$ cat src/hdl/otter_pkg.sv
package otter_pkg;

    //////////////////////////////
    // Basic word types
    //////////////////////////////

    typedef logic [31:0] xlen_t;
    typedef logic [4:0]  reg_addr_t;

    localparam xlen_t RESET_VEC = 32'h0000_0000;
    localparam int    NUM_REGS  = 32;

    // RV32I major opcodes kept by this core
    typedef enum logic [6:0] {
        OPC_LUI    = 7'b0110111,
        OPC_AUIPC  = 7'b0010111,
        OPC_JAL    = 7'b1101111,
        OPC_JALR   = 7'b1100111,
        OPC_BRANCH = 7'b1100011,
        OPC_LOAD   = 7'b0000011,
        OPC_STORE  = 7'b0100011,
        OPC_OP_IMM = 7'b0010011,
        OPC_OP     = 7'b0110011
    } opcode_e;

    // Branch funct3 codes
    localparam logic [2:0] F3_BEQ  = 3'b000;
    localparam logic [2:0] F3_BNE  = 3'b001;
    localparam logic [2:0] F3_BLT  = 3'b100;
    localparam logic [2:0] F3_BGE  = 3'b101;
    localparam logic [2:0] F3_BLTU = 3'b110;
    localparam logic [2:0] F3_BGEU = 3'b111;
    // Shift right, funct7[5] picks arithmetic
    localparam logic [2:0] F3_SR   = 3'b101;

    //////////////////////////////
    // Control select codes
    //////////////////////////////

    // Encoded as {funct7[5], funct3} so OP maps straight across
    typedef enum logic [3:0] {
        ALU_ADD      = 4'b0000,
        ALU_SUB      = 4'b1000,
        ALU_SLL      = 4'b0001,
        ALU_SLT      = 4'b0010,
        ALU_SLTU     = 4'b0011,
        ALU_XOR      = 4'b0100,
        ALU_SRL      = 4'b0101,
        ALU_SRA      = 4'b1101,
        ALU_OR       = 4'b0110,
        ALU_AND      = 4'b0111,
        ALU_LUI_COPY = 4'b1001
    } alu_func_e;

    typedef enum logic [2:0] {IMM_I, IMM_S, IMM_B, IMM_U, IMM_J} imm_sel_e;

    typedef enum logic [1:0] {WB_PC_PLUS4, WB_DMEM, WB_ALU} wb_sel_e;

    typedef enum logic [1:0] {PC_RESET, PC_INC, PC_TARGET} pc_src_e;

    typedef enum logic [1:0] {ST_INIT, ST_EXEC, ST_WR_BK} state_e;

    //////////////////////////////
    // Instruction word formats
    //////////////////////////////

    typedef struct packed {
        logic [6:0] funct7;
        reg_addr_t  rs2;
        reg_addr_t  rs1;
        logic [2:0] funct3;
        reg_addr_t  rd;
        logic [6:0] opcode;
    } r_fmt_t;

    typedef struct packed {
        logic [11:0] imm_11_0;
        reg_addr_t   rs1;
        logic [2:0]  funct3;
        reg_addr_t   rd;
        logic [6:0]  opcode;
    } i_fmt_t;

    typedef struct packed {
        logic [6:0] imm_11_5;
        reg_addr_t  rs2;
        reg_addr_t  rs1;
        logic [2:0] funct3;
        logic [4:0] imm_4_0;
        logic [6:0] opcode;
    } s_fmt_t;

    typedef struct packed {
        logic       imm_12;
        logic [5:0] imm_10_5;
        reg_addr_t  rs2;
        reg_addr_t  rs1;
        logic [2:0] funct3;
        logic [3:0] imm_4_1;
        logic       imm_11;
        logic [6:0] opcode;
    } b_fmt_t;

    typedef struct packed {
        logic [19:0] imm_31_12;
        reg_addr_t   rd;
        logic [6:0]  opcode;
    } u_fmt_t;

    typedef struct packed {
        logic       imm_20;
        logic [9:0] imm_10_1;
        logic       imm_11;
        logic [7:0] imm_19_12;
        reg_addr_t  rd;
        logic [6:0] opcode;
    } j_fmt_t;

    // Same 32 bits, one view per format
    typedef union packed {
        r_fmt_t r;
        i_fmt_t i;
        s_fmt_t s;
        b_fmt_t b;
        u_fmt_t u;
        j_fmt_t j;
    } instr_u;

endpackage
$ cat src/hdl/otter_ctrl_if.sv
`timescale 1ns/100ps

interface otter_ctrl_if import otter_pkg::*; ();

    // Datapath selects
    alu_func_e alu_func;
    logic      alu_src_a_pc;
    logic      alu_src_b_imm;
    imm_sel_e  imm_sel;
    wb_sel_e   wb_sel;

    // Instruction class flags
    logic      is_branch;
    logic      is_jal;
    logic      is_jalr;
    logic      is_load;

    // Raw enables, gated later by the FSM
    logic      rf_we;
    logic      dmem_re;
    logic      dmem_we;

    modport dec (
        output alu_func, alu_src_a_pc, alu_src_b_imm, imm_sel, wb_sel,
        output is_branch, is_jal, is_jalr, is_load,
        output rf_we, dmem_re, dmem_we
    );

    modport fsm (
        input is_branch, is_jal, is_jalr, is_load,
        input rf_we, dmem_re, dmem_we
    );

    modport dp (
        input alu_func, alu_src_a_pc, alu_src_b_imm, imm_sel, wb_sel, is_jalr
    );

endinterface

$ cat src/hdl/otter_mcu.sv
`timescale 1ns/100ps

module otter_mcu import otter_pkg::*; (
    input  logic   i_clk,
    input  logic   i_rst,
    input  xlen_t  i_imem_r_data,
    output xlen_t  o_imem_addr,
    input  xlen_t  i_dmem_r_data,
    output logic   o_dmem_re,
    output logic   o_dmem_we,
    output xlen_t  o_dmem_addr,
    output xlen_t  o_dmem_w_data
);

    otter_ctrl_if ctrl ();

    xlen_t   pc;
    xlen_t   target;
    instr_u  instr;
    logic    stall;
    pc_src_e pc_src;
    logic    br_taken;
    logic    rf_we;
    xlen_t   rs1;
    xlen_t   rs2;
    xlen_t   imm;
    xlen_t   alu_a;
    xlen_t   alu_b;
    xlen_t   alu_result;
    xlen_t   wb_data;

    //////////////////////////////
    // Fetch and control
    //////////////////////////////

    otter_pc u_pc (
        .i_clk         (i_clk),
        .i_rst         (i_rst),
        .i_stall       (stall),
        .i_pc_src      (pc_src),
        .i_target      (target),
        .i_imem_r_data (i_imem_r_data),
        .o_pc          (pc),
        .o_imem_addr   (o_imem_addr),
        .o_instr       (instr)
    );

    otter_decoder u_decoder (
        .i_instr (instr),
        .ctrl    (ctrl)
    );

    otter_fsm u_fsm (
        .i_clk      (i_clk),
        .i_rst      (i_rst),
        .ctrl       (ctrl),
        .i_br_taken (br_taken),
        .o_rf_we    (rf_we),
        .o_dmem_re  (o_dmem_re),
        .o_dmem_we  (o_dmem_we),
        .o_stall    (stall),
        .o_pc_src   (pc_src)
    );

    //////////////////////////////
    // Register file and operands
    //////////////////////////////

    otter_rfile u_rfile (
        .i_clk      (i_clk),
        .i_rs1_addr (instr.r.rs1),
        .i_rs2_addr (instr.r.rs2),
        .i_rd_addr  (instr.r.rd),
        .i_we       (rf_we),
        .i_w_data   (wb_data),
        .o_rs1      (rs1),
        .o_rs2      (rs2)
    );

    otter_imm_gen u_imm_gen (
        .i_instr   (instr),
        .i_imm_sel (ctrl.imm_sel),
        .o_imm     (imm)
    );

    // Source A is PC only for AUIPC
    assign alu_a = ctrl.alu_src_a_pc ? pc : rs1;
    assign alu_b = ctrl.alu_src_b_imm ? imm : rs2;

    otter_alu u_alu (
        .i_a      (alu_a),
        .i_b      (alu_b),
        .i_func   (ctrl.alu_func),
        .o_result (alu_result)
    );

    otter_branch_unit u_branch_unit (
        .i_instr    (instr),
        .i_pc       (pc),
        .i_rs1      (rs1),
        .i_rs2      (rs2),
        .i_imm      (imm),
        .i_is_jalr  (ctrl.is_jalr),
        .o_br_taken (br_taken),
        .o_target   (target)
    );

    //////////////////////////////
    // Writeback and data memory
    //////////////////////////////

    always_comb begin
        case (ctrl.wb_sel)
            WB_PC_PLUS4: wb_data = pc + 32'd4;
            // Load data arrives during WR_BK
            WB_DMEM:     wb_data = i_dmem_r_data;
            default:     wb_data = alu_result;
        endcase
    end

    // Loads and stores address with rs1 + imm from the ALU
    assign o_dmem_addr   = alu_result;
    assign o_dmem_w_data = rs2;

endmodule

$ cat src/hdl/otter_branch_unit.sv
`timescale 1ns/100ps

module otter_branch_unit import otter_pkg::*; (
    input  instr_u  i_instr,
    input  xlen_t   i_pc,
    input  xlen_t   i_rs1,
    input  xlen_t   i_rs2,
    input  xlen_t   i_imm,
    input  logic    i_is_jalr,
    output logic    o_br_taken,
    output xlen_t   o_target
);

    xlen_t jalr_sum;

    // Condition from funct3, only used when the FSM sees a branch
    always_comb begin
        case (i_instr.b.funct3)
            F3_BEQ:  o_br_taken = (i_rs1 == i_rs2);
            F3_BNE:  o_br_taken = (i_rs1 != i_rs2);
            F3_BLT:  o_br_taken = ($signed(i_rs1) < $signed(i_rs2));
            F3_BGE:  o_br_taken = ($signed(i_rs1) >= $signed(i_rs2));
            F3_BLTU: o_br_taken = (i_rs1 < i_rs2);
            F3_BGEU: o_br_taken = (i_rs1 >= i_rs2);
            default: o_br_taken = 1'b0;
        endcase
    end

    assign jalr_sum = i_rs1 + i_imm;

    // JALR drops bit 0, JAL and branches are PC relative
    assign o_target = i_is_jalr ? {jalr_sum[31:1], 1'b0} : (i_pc + i_imm);

endmodule

$ cat src/hdl/otter_alu.sv
`timescale 1ns/100ps

module otter_alu import otter_pkg::*; (
    input  xlen_t      i_a,
    input  xlen_t      i_b,
    input  alu_func_e  i_func,
    output xlen_t      o_result
);

    logic [4:0] shamt;

    // Shift amount from the low bits of B only
    assign shamt = i_b[4:0];

    always_comb begin
        case (i_func)
            ALU_ADD:      o_result = i_a + i_b;
            ALU_SUB:      o_result = i_a - i_b;
            ALU_SLL:      o_result = i_a << shamt;
            ALU_SLT:      o_result = {31'b0, $signed(i_a) < $signed(i_b)};
            ALU_SLTU:     o_result = {31'b0, i_a < i_b};
            ALU_XOR:      o_result = i_a ^ i_b;
            ALU_SRL:      o_result = i_a >> shamt;
            ALU_SRA:      o_result = $signed(i_a) >>> shamt;
            ALU_OR:       o_result = i_a | i_b;
            ALU_AND:      o_result = i_a & i_b;
            // LUI result is the U immediate as is
            ALU_LUI_COPY: o_result = i_b;
            default:      o_result = '0;
        endcase
    end

endmodule

$ cat src/hdl/otter_imm_gen.sv
`timescale 1ns/100ps

module otter_imm_gen import otter_pkg::*; (
    input  instr_u    i_instr,
    input  imm_sel_e  i_imm_sel,
    output xlen_t     o_imm
);

    always_comb begin
        case (i_imm_sel)
            IMM_I: o_imm = {{20{i_instr.i.imm_11_0[11]}}, i_instr.i.imm_11_0};
            IMM_S: o_imm = {{20{i_instr.s.imm_11_5[6]}}, i_instr.s.imm_11_5,
                            i_instr.s.imm_4_0};
            // Branch offsets are even, bit 0 always zero
            IMM_B: o_imm = {{19{i_instr.b.imm_12}}, i_instr.b.imm_12, i_instr.b.imm_11,
                            i_instr.b.imm_10_5, i_instr.b.imm_4_1, 1'b0};
            // Upper 20 bits, low 12 cleared
            IMM_U: o_imm = {i_instr.u.imm_31_12, 12'b0};
            IMM_J: o_imm = {{11{i_instr.j.imm_20}}, i_instr.j.imm_20, i_instr.j.imm_19_12,
                            i_instr.j.imm_11, i_instr.j.imm_10_1, 1'b0};
            default: o_imm = '0;
        endcase
    end

endmodule

$ cat src/hdl/otter_rfile.sv
`timescale 1ns/100ps

module otter_rfile import otter_pkg::*; (
    input  logic       i_clk,
    input  reg_addr_t  i_rs1_addr,
    input  reg_addr_t  i_rs2_addr,
    input  reg_addr_t  i_rd_addr,
    input  logic       i_we,
    input  xlen_t      i_w_data,
    output xlen_t      o_rs1,
    output xlen_t      o_rs2
);

    xlen_t regs [NUM_REGS];

    // Single write port, x0 never written
    always_ff @(posedge i_clk) begin
        if (i_we && (i_rd_addr != '0)) begin
            regs[i_rd_addr] <= i_w_data;
        end
    end

    // Async reads, x0 forced to zero
    assign o_rs1 = (i_rs1_addr == '0) ? '0 : regs[i_rs1_addr];
    assign o_rs2 = (i_rs2_addr == '0) ? '0 : regs[i_rs2_addr];

endmodule

$ cat src/hdl/otter_pc.sv
`timescale 1ns/100ps

module otter_pc import otter_pkg::*; (
    input  logic     i_clk,
    input  logic     i_rst,
    input  logic     i_stall,
    input  pc_src_e  i_pc_src,
    input  xlen_t    i_target,
    input  xlen_t    i_imem_r_data,
    output xlen_t    o_pc,
    output xlen_t    o_imem_addr,
    output instr_u   o_instr
);

    xlen_t pc_next;
    xlen_t instr_q;
    logic  stall_q;

    always_comb begin
        case (i_pc_src)
            PC_INC:    pc_next = o_pc + 32'd4;
            PC_TARGET: pc_next = i_target;
            default:   pc_next = RESET_VEC;
        endcase
    end

    always_ff @(posedge i_clk) begin
        if (!i_rst) begin
            o_pc    <= RESET_VEC;
            stall_q <= 1'b0;
        end else begin
            if (!i_stall) begin
                o_pc <= pc_next;
            end
            stall_q <= i_stall;
        end
    end

    // Fetch ahead with the next PC, or refetch the current one on a stall
    assign o_imem_addr = i_stall ? o_pc : pc_next;

    // Keep the load's instruction for WR_BK
    always_ff @(posedge i_clk) begin
        instr_q <= o_instr;
    end

    assign o_instr = stall_q ? instr_q : i_imem_r_data;

endmodule

$ cat src/hdl/otter_fsm.sv
`timescale 1ns/100ps

module otter_fsm import otter_pkg::*; (
    input  logic           i_clk,
    input  logic           i_rst,
    otter_ctrl_if.fsm      ctrl,
    input  logic           i_br_taken,
    output logic           o_rf_we,
    output logic           o_dmem_re,
    output logic           o_dmem_we,
    output logic           o_stall,
    output pc_src_e        o_pc_src
);

    state_e state;
    state_e state_nxt;

    always_ff @(posedge i_clk) begin
        if (!i_rst) begin
            state <= ST_INIT;
        end else begin
            state <= state_nxt;
        end
    end

    always_comb begin
        // Everything idle unless a state says otherwise
        o_rf_we   = 1'b0;
        o_dmem_re = 1'b0;
        o_dmem_we = 1'b0;
        o_stall   = 1'b0;
        o_pc_src  = PC_RESET;
        state_nxt = ST_INIT;

        case (state)
            ST_INIT: begin
                // Fetch from the reset vector
                o_pc_src  = PC_RESET;
                state_nxt = ST_EXEC;
            end
            ST_EXEC: begin
                o_rf_we   = ctrl.rf_we;
                o_dmem_re = ctrl.dmem_re;
                o_dmem_we = ctrl.dmem_we;

                if (ctrl.is_jal || ctrl.is_jalr || (ctrl.is_branch && i_br_taken)) begin
                    o_pc_src = PC_TARGET;
                end else begin
                    o_pc_src = PC_INC;
                end

                // Load holds the PC one extra cycle for its data
                if (ctrl.is_load) begin
                    o_stall   = 1'b1;
                    state_nxt = ST_WR_BK;
                end else begin
                    state_nxt = ST_EXEC;
                end
            end
            ST_WR_BK: begin
                o_rf_we   = 1'b1;
                o_pc_src  = PC_INC;
                state_nxt = ST_EXEC;
            end
            default: ;
        endcase
    end

endmodule

$ cat src/hdl/otter_decoder.sv
`timescale 1ns/100ps

module otter_decoder import otter_pkg::*; (
    input  instr_u         i_instr,
    otter_ctrl_if.dec      ctrl
);

    logic [2:0] funct3;
    logic       f7_alt;

    assign funct3 = i_instr.r.funct3;
    // Bit 30 selects SUB and SRA
    assign f7_alt = i_instr.r.funct7[5];

    always_comb begin
        // No-op defaults, also used for unknown opcodes
        ctrl.alu_func      = ALU_ADD;
        ctrl.alu_src_a_pc  = 1'b0;
        ctrl.alu_src_b_imm = 1'b0;
        ctrl.imm_sel       = IMM_I;
        ctrl.wb_sel        = WB_ALU;
        ctrl.is_branch     = 1'b0;
        ctrl.is_jal        = 1'b0;
        ctrl.is_jalr       = 1'b0;
        ctrl.is_load       = 1'b0;
        ctrl.rf_we         = 1'b0;
        ctrl.dmem_re       = 1'b0;
        ctrl.dmem_we       = 1'b0;

        case (i_instr.r.opcode)
            OPC_LUI: begin
                ctrl.alu_func      = ALU_LUI_COPY;
                ctrl.alu_src_b_imm = 1'b1;
                ctrl.imm_sel       = IMM_U;
                ctrl.rf_we         = 1'b1;
            end
            OPC_AUIPC: begin
                ctrl.alu_src_a_pc  = 1'b1;
                ctrl.alu_src_b_imm = 1'b1;
                ctrl.imm_sel       = IMM_U;
                ctrl.rf_we         = 1'b1;
            end
            OPC_JAL: begin
                // Link value is PC+4, target from branch unit
                ctrl.imm_sel = IMM_J;
                ctrl.wb_sel  = WB_PC_PLUS4;
                ctrl.is_jal  = 1'b1;
                ctrl.rf_we   = 1'b1;
            end
            OPC_JALR: begin
                ctrl.imm_sel = IMM_I;
                ctrl.wb_sel  = WB_PC_PLUS4;
                ctrl.is_jalr = 1'b1;
                ctrl.rf_we   = 1'b1;
            end
            OPC_BRANCH: begin
                ctrl.imm_sel   = IMM_B;
                ctrl.is_branch = 1'b1;
            end
            OPC_LOAD: begin
                // Register write happens in WR_BK, not here
                ctrl.alu_src_b_imm = 1'b1;
                ctrl.imm_sel       = IMM_I;
                ctrl.wb_sel        = WB_DMEM;
                ctrl.is_load       = 1'b1;
                ctrl.dmem_re       = 1'b1;
            end
            OPC_STORE: begin
                ctrl.alu_src_b_imm = 1'b1;
                ctrl.imm_sel       = IMM_S;
                ctrl.dmem_we       = 1'b1;
            end
            OPC_OP_IMM: begin
                // Imm bit 30 only means SRAI on a right shift
                ctrl.alu_func      = alu_func_e'({(funct3 == F3_SR) & f7_alt, funct3});
                ctrl.alu_src_b_imm = 1'b1;
                ctrl.imm_sel       = IMM_I;
                ctrl.rf_we         = 1'b1;
            end
            OPC_OP: begin
                ctrl.alu_func = alu_func_e'({f7_alt, funct3});
                ctrl.rf_we    = 1'b1;
            end
            default: ;
        endcase
    end

endmodule

$ cat config.mk
export PLATFORM = sky130hd
export DESIGN_NAME = otter_mcu
export DESIGN_NICKNAME = d
export VERILOG_FILES = /design/src/hdl/otter_pkg.sv /design/src/hdl/otter_ctrl_if.sv /design/src/hdl/otter_mcu.sv /design/src/hdl/otter_branch_unit.sv /design/src/hdl/otter_alu.sv /design/src/hdl/otter_imm_gen.sv /design/src/hdl/otter_rfile.sv /design/src/hdl/otter_pc.sv /design/src/hdl/otter_fsm.sv /design/src/hdl/otter_decoder.sv
export SDC_FILE = /design/constraint.sdc
export NUM_CORES = 2
export LEC_CHECK = 0
export BUFFER_PORTS_ARGS = -buffer_cell sky130_fd_sc_hd__buf_4
export CAP_MARGIN = 25
export CELL_PAD_IN_SITES_DETAIL_PLACEMENT = 1
export CELL_PAD_IN_SITES_GLOBAL_PLACEMENT = 1
export CORE_MARGIN = 2
export CORE_UTILIZATION = 50
export CTS_CLUSTER_DIAMETER = 80
export DETAILED_ROUTE_END_ITERATION = 12
export GPL_ROUTABILITY_DRIVEN = 0
export MAX_ROUTING_LAYER = met4
export PLACE_DENSITY_LB_ADDON = 0.3
export SYNTH_ARGS = -nofsm -noshare
export SYNTH_HDL_FRONTEND = slang
export SYNTH_HIERARCHICAL = 1
export SYNTH_SLANG_ARGS = --single-unit
$ cat constraint.sdc
create_clock -name i_clk -period 19.7 [get_ports i_clk]
set_clock_uncertainty 0.05 [all_clocks]
set_input_delay 3.94 -clock i_clk [delete_from_list [all_inputs] [get_ports i_clk]]
set_output_delay 3.94 -clock i_clk [all_outputs]
set_load 0.005 [all_outputs]
==> impl_summary.md <==
STA
At the pin with the least slew margin, the transition time is 1.27 ns. The hold violation total from the final report is 0. The post-route minimum period is 17.35 ns. The number of endpoints failing setup at the final stage is 0. The setup slack of the critical path after layout is 2.35 ns. The post-route fraction of the period consumed by the critical path is 88.1%.

The count of pins over their slew limit is 0. Summed over all failing endpoints, the final setup total negative slack is 0 ns. The worst-case headroom to the max-slew limit is 14.8%. Derived from the worst setup path, the maximum achievable clock frequency is 57.6 MHz.

Setup repair after global routing left no endpoint under its margin.

Worst setup path
The largest driver fanout on the critical path is 44. Data on the critical path is required at its endpoint by 15.71 ns. The kind of critical path is in2out. For the worst setup path, the data arrival time is 13.36 ns.

The worst setup path is captured at a primary output. The nature of the critical path startpoint is a primary input.

Routing
The detail-routed via count per cell is 7.62. The highest layer used for signal routing is met4. After detailed routing, the number of remaining DRC violations is 0.

The post-route antenna net violation count is 0. The detailed-route wire length is 282 mm. Summed over all nets, wire length on met2 after detailed routing comes to 127 mm.

The met1 wire length is 95.7 mm. The routed length per instance is 39.0 um. The first detailed-routing pass ran for 9 iterations.

The first routing iteration left 8,465 violations. Summing over every cut layer, the via total after detailed routing is 55,100. Wire segments on met3 add up to 35.3 mm in the final route.

Logic synthesis
Sequential elements use 47.7% of the synthesized area. The number of distinct library cells after synthesis is 119. The async set-reset flop share out of synthesis is 0%. The most used flip-flop cell after synthesis is edfxtp_1. Dividing the synthesized area by the synthesized cell count gives 12.8 sq um.

The Yosys step of the flow raised 6 warnings. The synthesized netlist cell count is 5,239. Ranked by instance count, the synthesized netlist is headed by edfxtp_1, mux2i_1, mux4_2. In this run, synthesis inferred 1,024 flip-flops with an integrated enable. Counting flops and latches in the post-synthesis netlist gives 1,091. The area of the mapped netlist is 67,300 sq um. Ranked by total cell area, the synthesized netlist is headed by edfxtp_1, mux4_2, mux2i_1. The cell taking the most area after synthesis is edfxtp_1. The most common cell in the netlist is edfxtp_1. The top cell type by area accounts for 45.7% of the synthesized area.

Clock network
The number of CTS-inserted buffers is 111. TritonCTS built the clock tree. The root buffer cell chosen for the clock tree is clkbuf_16. The clock passes through at most 3 buffers. Clock-pin slew was measured on the worst setup and hold paths at 0.06 ns.

The number of buffers inserted to repair setup after CTS is 0. The clock latency at the later pin of the worst-skew pair is 0.77 ns. The total number of clock tree sinks is 1,091. The maximum level of the CTS H-tree is 3.

The number of instances resized during post-cts repair is 0. The number of buffers added to fix hold violations after cts is 0.

Pwr
The total internal power is 4.59 mW. The combinational fraction of design power is 27.9%. The share of power burned in registers is 41.4%. IR analysis of the VDD net gives a maximum drop of 0.0752 mV. The power dissipated by switching net loads is 2.29 mW.

In this run switching power makes up 33.2% of total power. The leakage power summed over all cells is 26.6 nW. The power share of the clock group is 30.7%. The total power per unit cell area is 92.0 nW/um^2.

GRT
The initial antenna violation count is 11. The first-pass GRT wire length is 401 mm. The via count of the first global-routing pass came to 55,100. After global routing the overflow that remains totals 0. Entering global routing, the biggest net connects 98 pins. The total routing resource utilization after global routing is 41.7%.

Floorplanning
The die is 371 um wide. Once the floorplan was initialized, standard cells occupied 50.4% of the core. The core footprint is 133,000 sq um. The die covers 138,000 sq um.

The die is 371 um tall. The number of top-level pins is 164. In this run the core area contains 134 standard-cell rows.

Place
The minimum setup slack after placement is 2.78 ns. During placement, the flow inserted port buffers numbering 163. Once detailed placement completed, the half-perimeter wirelength came to 186 mm.

Final layout
The proportion of layout cells with a drive suffix above 1 is 22.2%. The area growth from synthesis to layout is 11.0%. For this run, the post-layout net count is 5,627.

Hold path
The kind of path behind the tightest hold check is reg2reg.

Outcome
The flow ran to the end, and the final reports show no timing, DRC or antenna violations.

Run
Max-cap violations in this run came to 0.
==> metal layers <==
metal,up-vias,global-route usage (%)
met4,0,28.9
met3,1268,10.9
met2,4763,62.3
met1,27700,49.3
li1,21300,-
met5,-,-
==> power by group through the flow <==
stage          sequential (mW)  combinational [mW]  clock (mW)
2_1_floorplan             2.90                1.04           0
3_3_place_gp              2.90                1.74           0
3_5_place_dp              2.90                1.81           0
4_1_cts                   2.85                1.82        2.12
5_1_grt                   2.85                1.98        2.20
6_report                  2.85                1.92        2.11
==> logic make-up (layout without fill, tap and decap cells) <==
family,Yosys count,after routing,share of synthesized area [%]
AOI/OAI and AO/OA,1301,1301,13.5
xor gates and xnor gates,71,71,0.924
adders and majority gates,203,203,3.82
buffers and inverters,565,745,3.91
DFF,1091,1091,47.7
muxes,954,954,22.2
other,1,42,0.00557
and+or+nand+nor,1053,1053,7.94
==> worst max-delay path: stages <==
cell and delay [ns]:
buf_4 0.09, mux2_8 0.46, buf_4 0.53, or3b_2 0.77, buf_4 0.37, o221ai_1 0.34
a221oi_2 0.07, a211oi_1 0.93, inv_1 0.12, ha_1 0.34, nand4_1 0.15, nor3_1 0.66
o21ai_0 0.20, o211ai_1 0.33, a31oi_1 0.26, o21ai_1 0.17, o22ai_1 0.11, a2111oi_0 0.86
a211oi_1 0.28, a22o_1 0.29, inv_1 0.07, ha_1 0.34, nor2_1 0.18, nand2_1 0.43
or4_1 0.70, nand3_1 0.12, buf_4 0.12
==> sequential cells by signal, summed over array words and instances, names as in the netlist <==
name and count:
u_pc/instr_q 32, u_pc/stall_q 1, u_rfile/regs 1024, u_pc/o_pc 32
u_fsm/state 2
==> path summary, 6_finish.rpt <==
path                                               from                  endpoint  slack (ns)  depth (start not counted)
worst max register to register  u_pc/stall_q$_SDFF_PN0_  u_pc/o_pc[14]$_SDFF_PN0_        9.29                         26
worst min-delay path            u_pc/instr_q[1]$_DFF_P_   u_pc/instr_q[1]$_DFF_P_        0.44                          1
worst min register to register  u_pc/instr_q[1]$_DFF_P_   u_pc/instr_q[1]$_DFF_P_        0.44                          1
worst max-delay path                  i_imem_r_data[21]           o_imem_addr[14]        2.35                         27
==> area by class of cell <==
class                      instances  area (sq um)
antenna                           10          25.0
clock buffer                     138          2880
clock inverter                    66           678
fill                           13200         58800
inverter                         174           654
multi-input combinational       3614         33300
sequential                      1091         32100
tap                             1768          2210
timing repair buffer             367          2830
==> placed cells by master, fill, tap and decap left out, drive strengths merged, types with 47 or more instances in the layout <==
cell and n:
edfxtp 1024, mux4 399, mux2i 383, buf 364, nand2 287, o21ai 271, nor2 257, a21oi 250
ha 198, mux2 172, inv 170, clkbuf 141, a22oi 103, a211oi 91, o221ai 78, nand4 74
a221oi 73, nor2b 71, nand3 69, dfxtp 67, a21o 62, nor3 60, clkinv 60, o22ai 47
==> per-stage QoR <==
stage | cells | power, mW | area [sq um] | hold slack, ns | utilization [%]
floorplan | 5270 | 3.94 | 67400 | 0.396 | -
global placement | 6993 | 4.63 | 70900 | 0.421 | 53.1
detailed placement | 7009 | 4.71 | 71100 | 0.428 | 53.2
CTS | 7213 | 6.79 | 74600 | 0.443 | 55.9
global route | 7226 | 7.03 | 74700 | 0.453 | 56.0
finish | 7228 | 6.88 | 74700 | 0.440 | 56.0
Power figures use the tool's default switching activity.
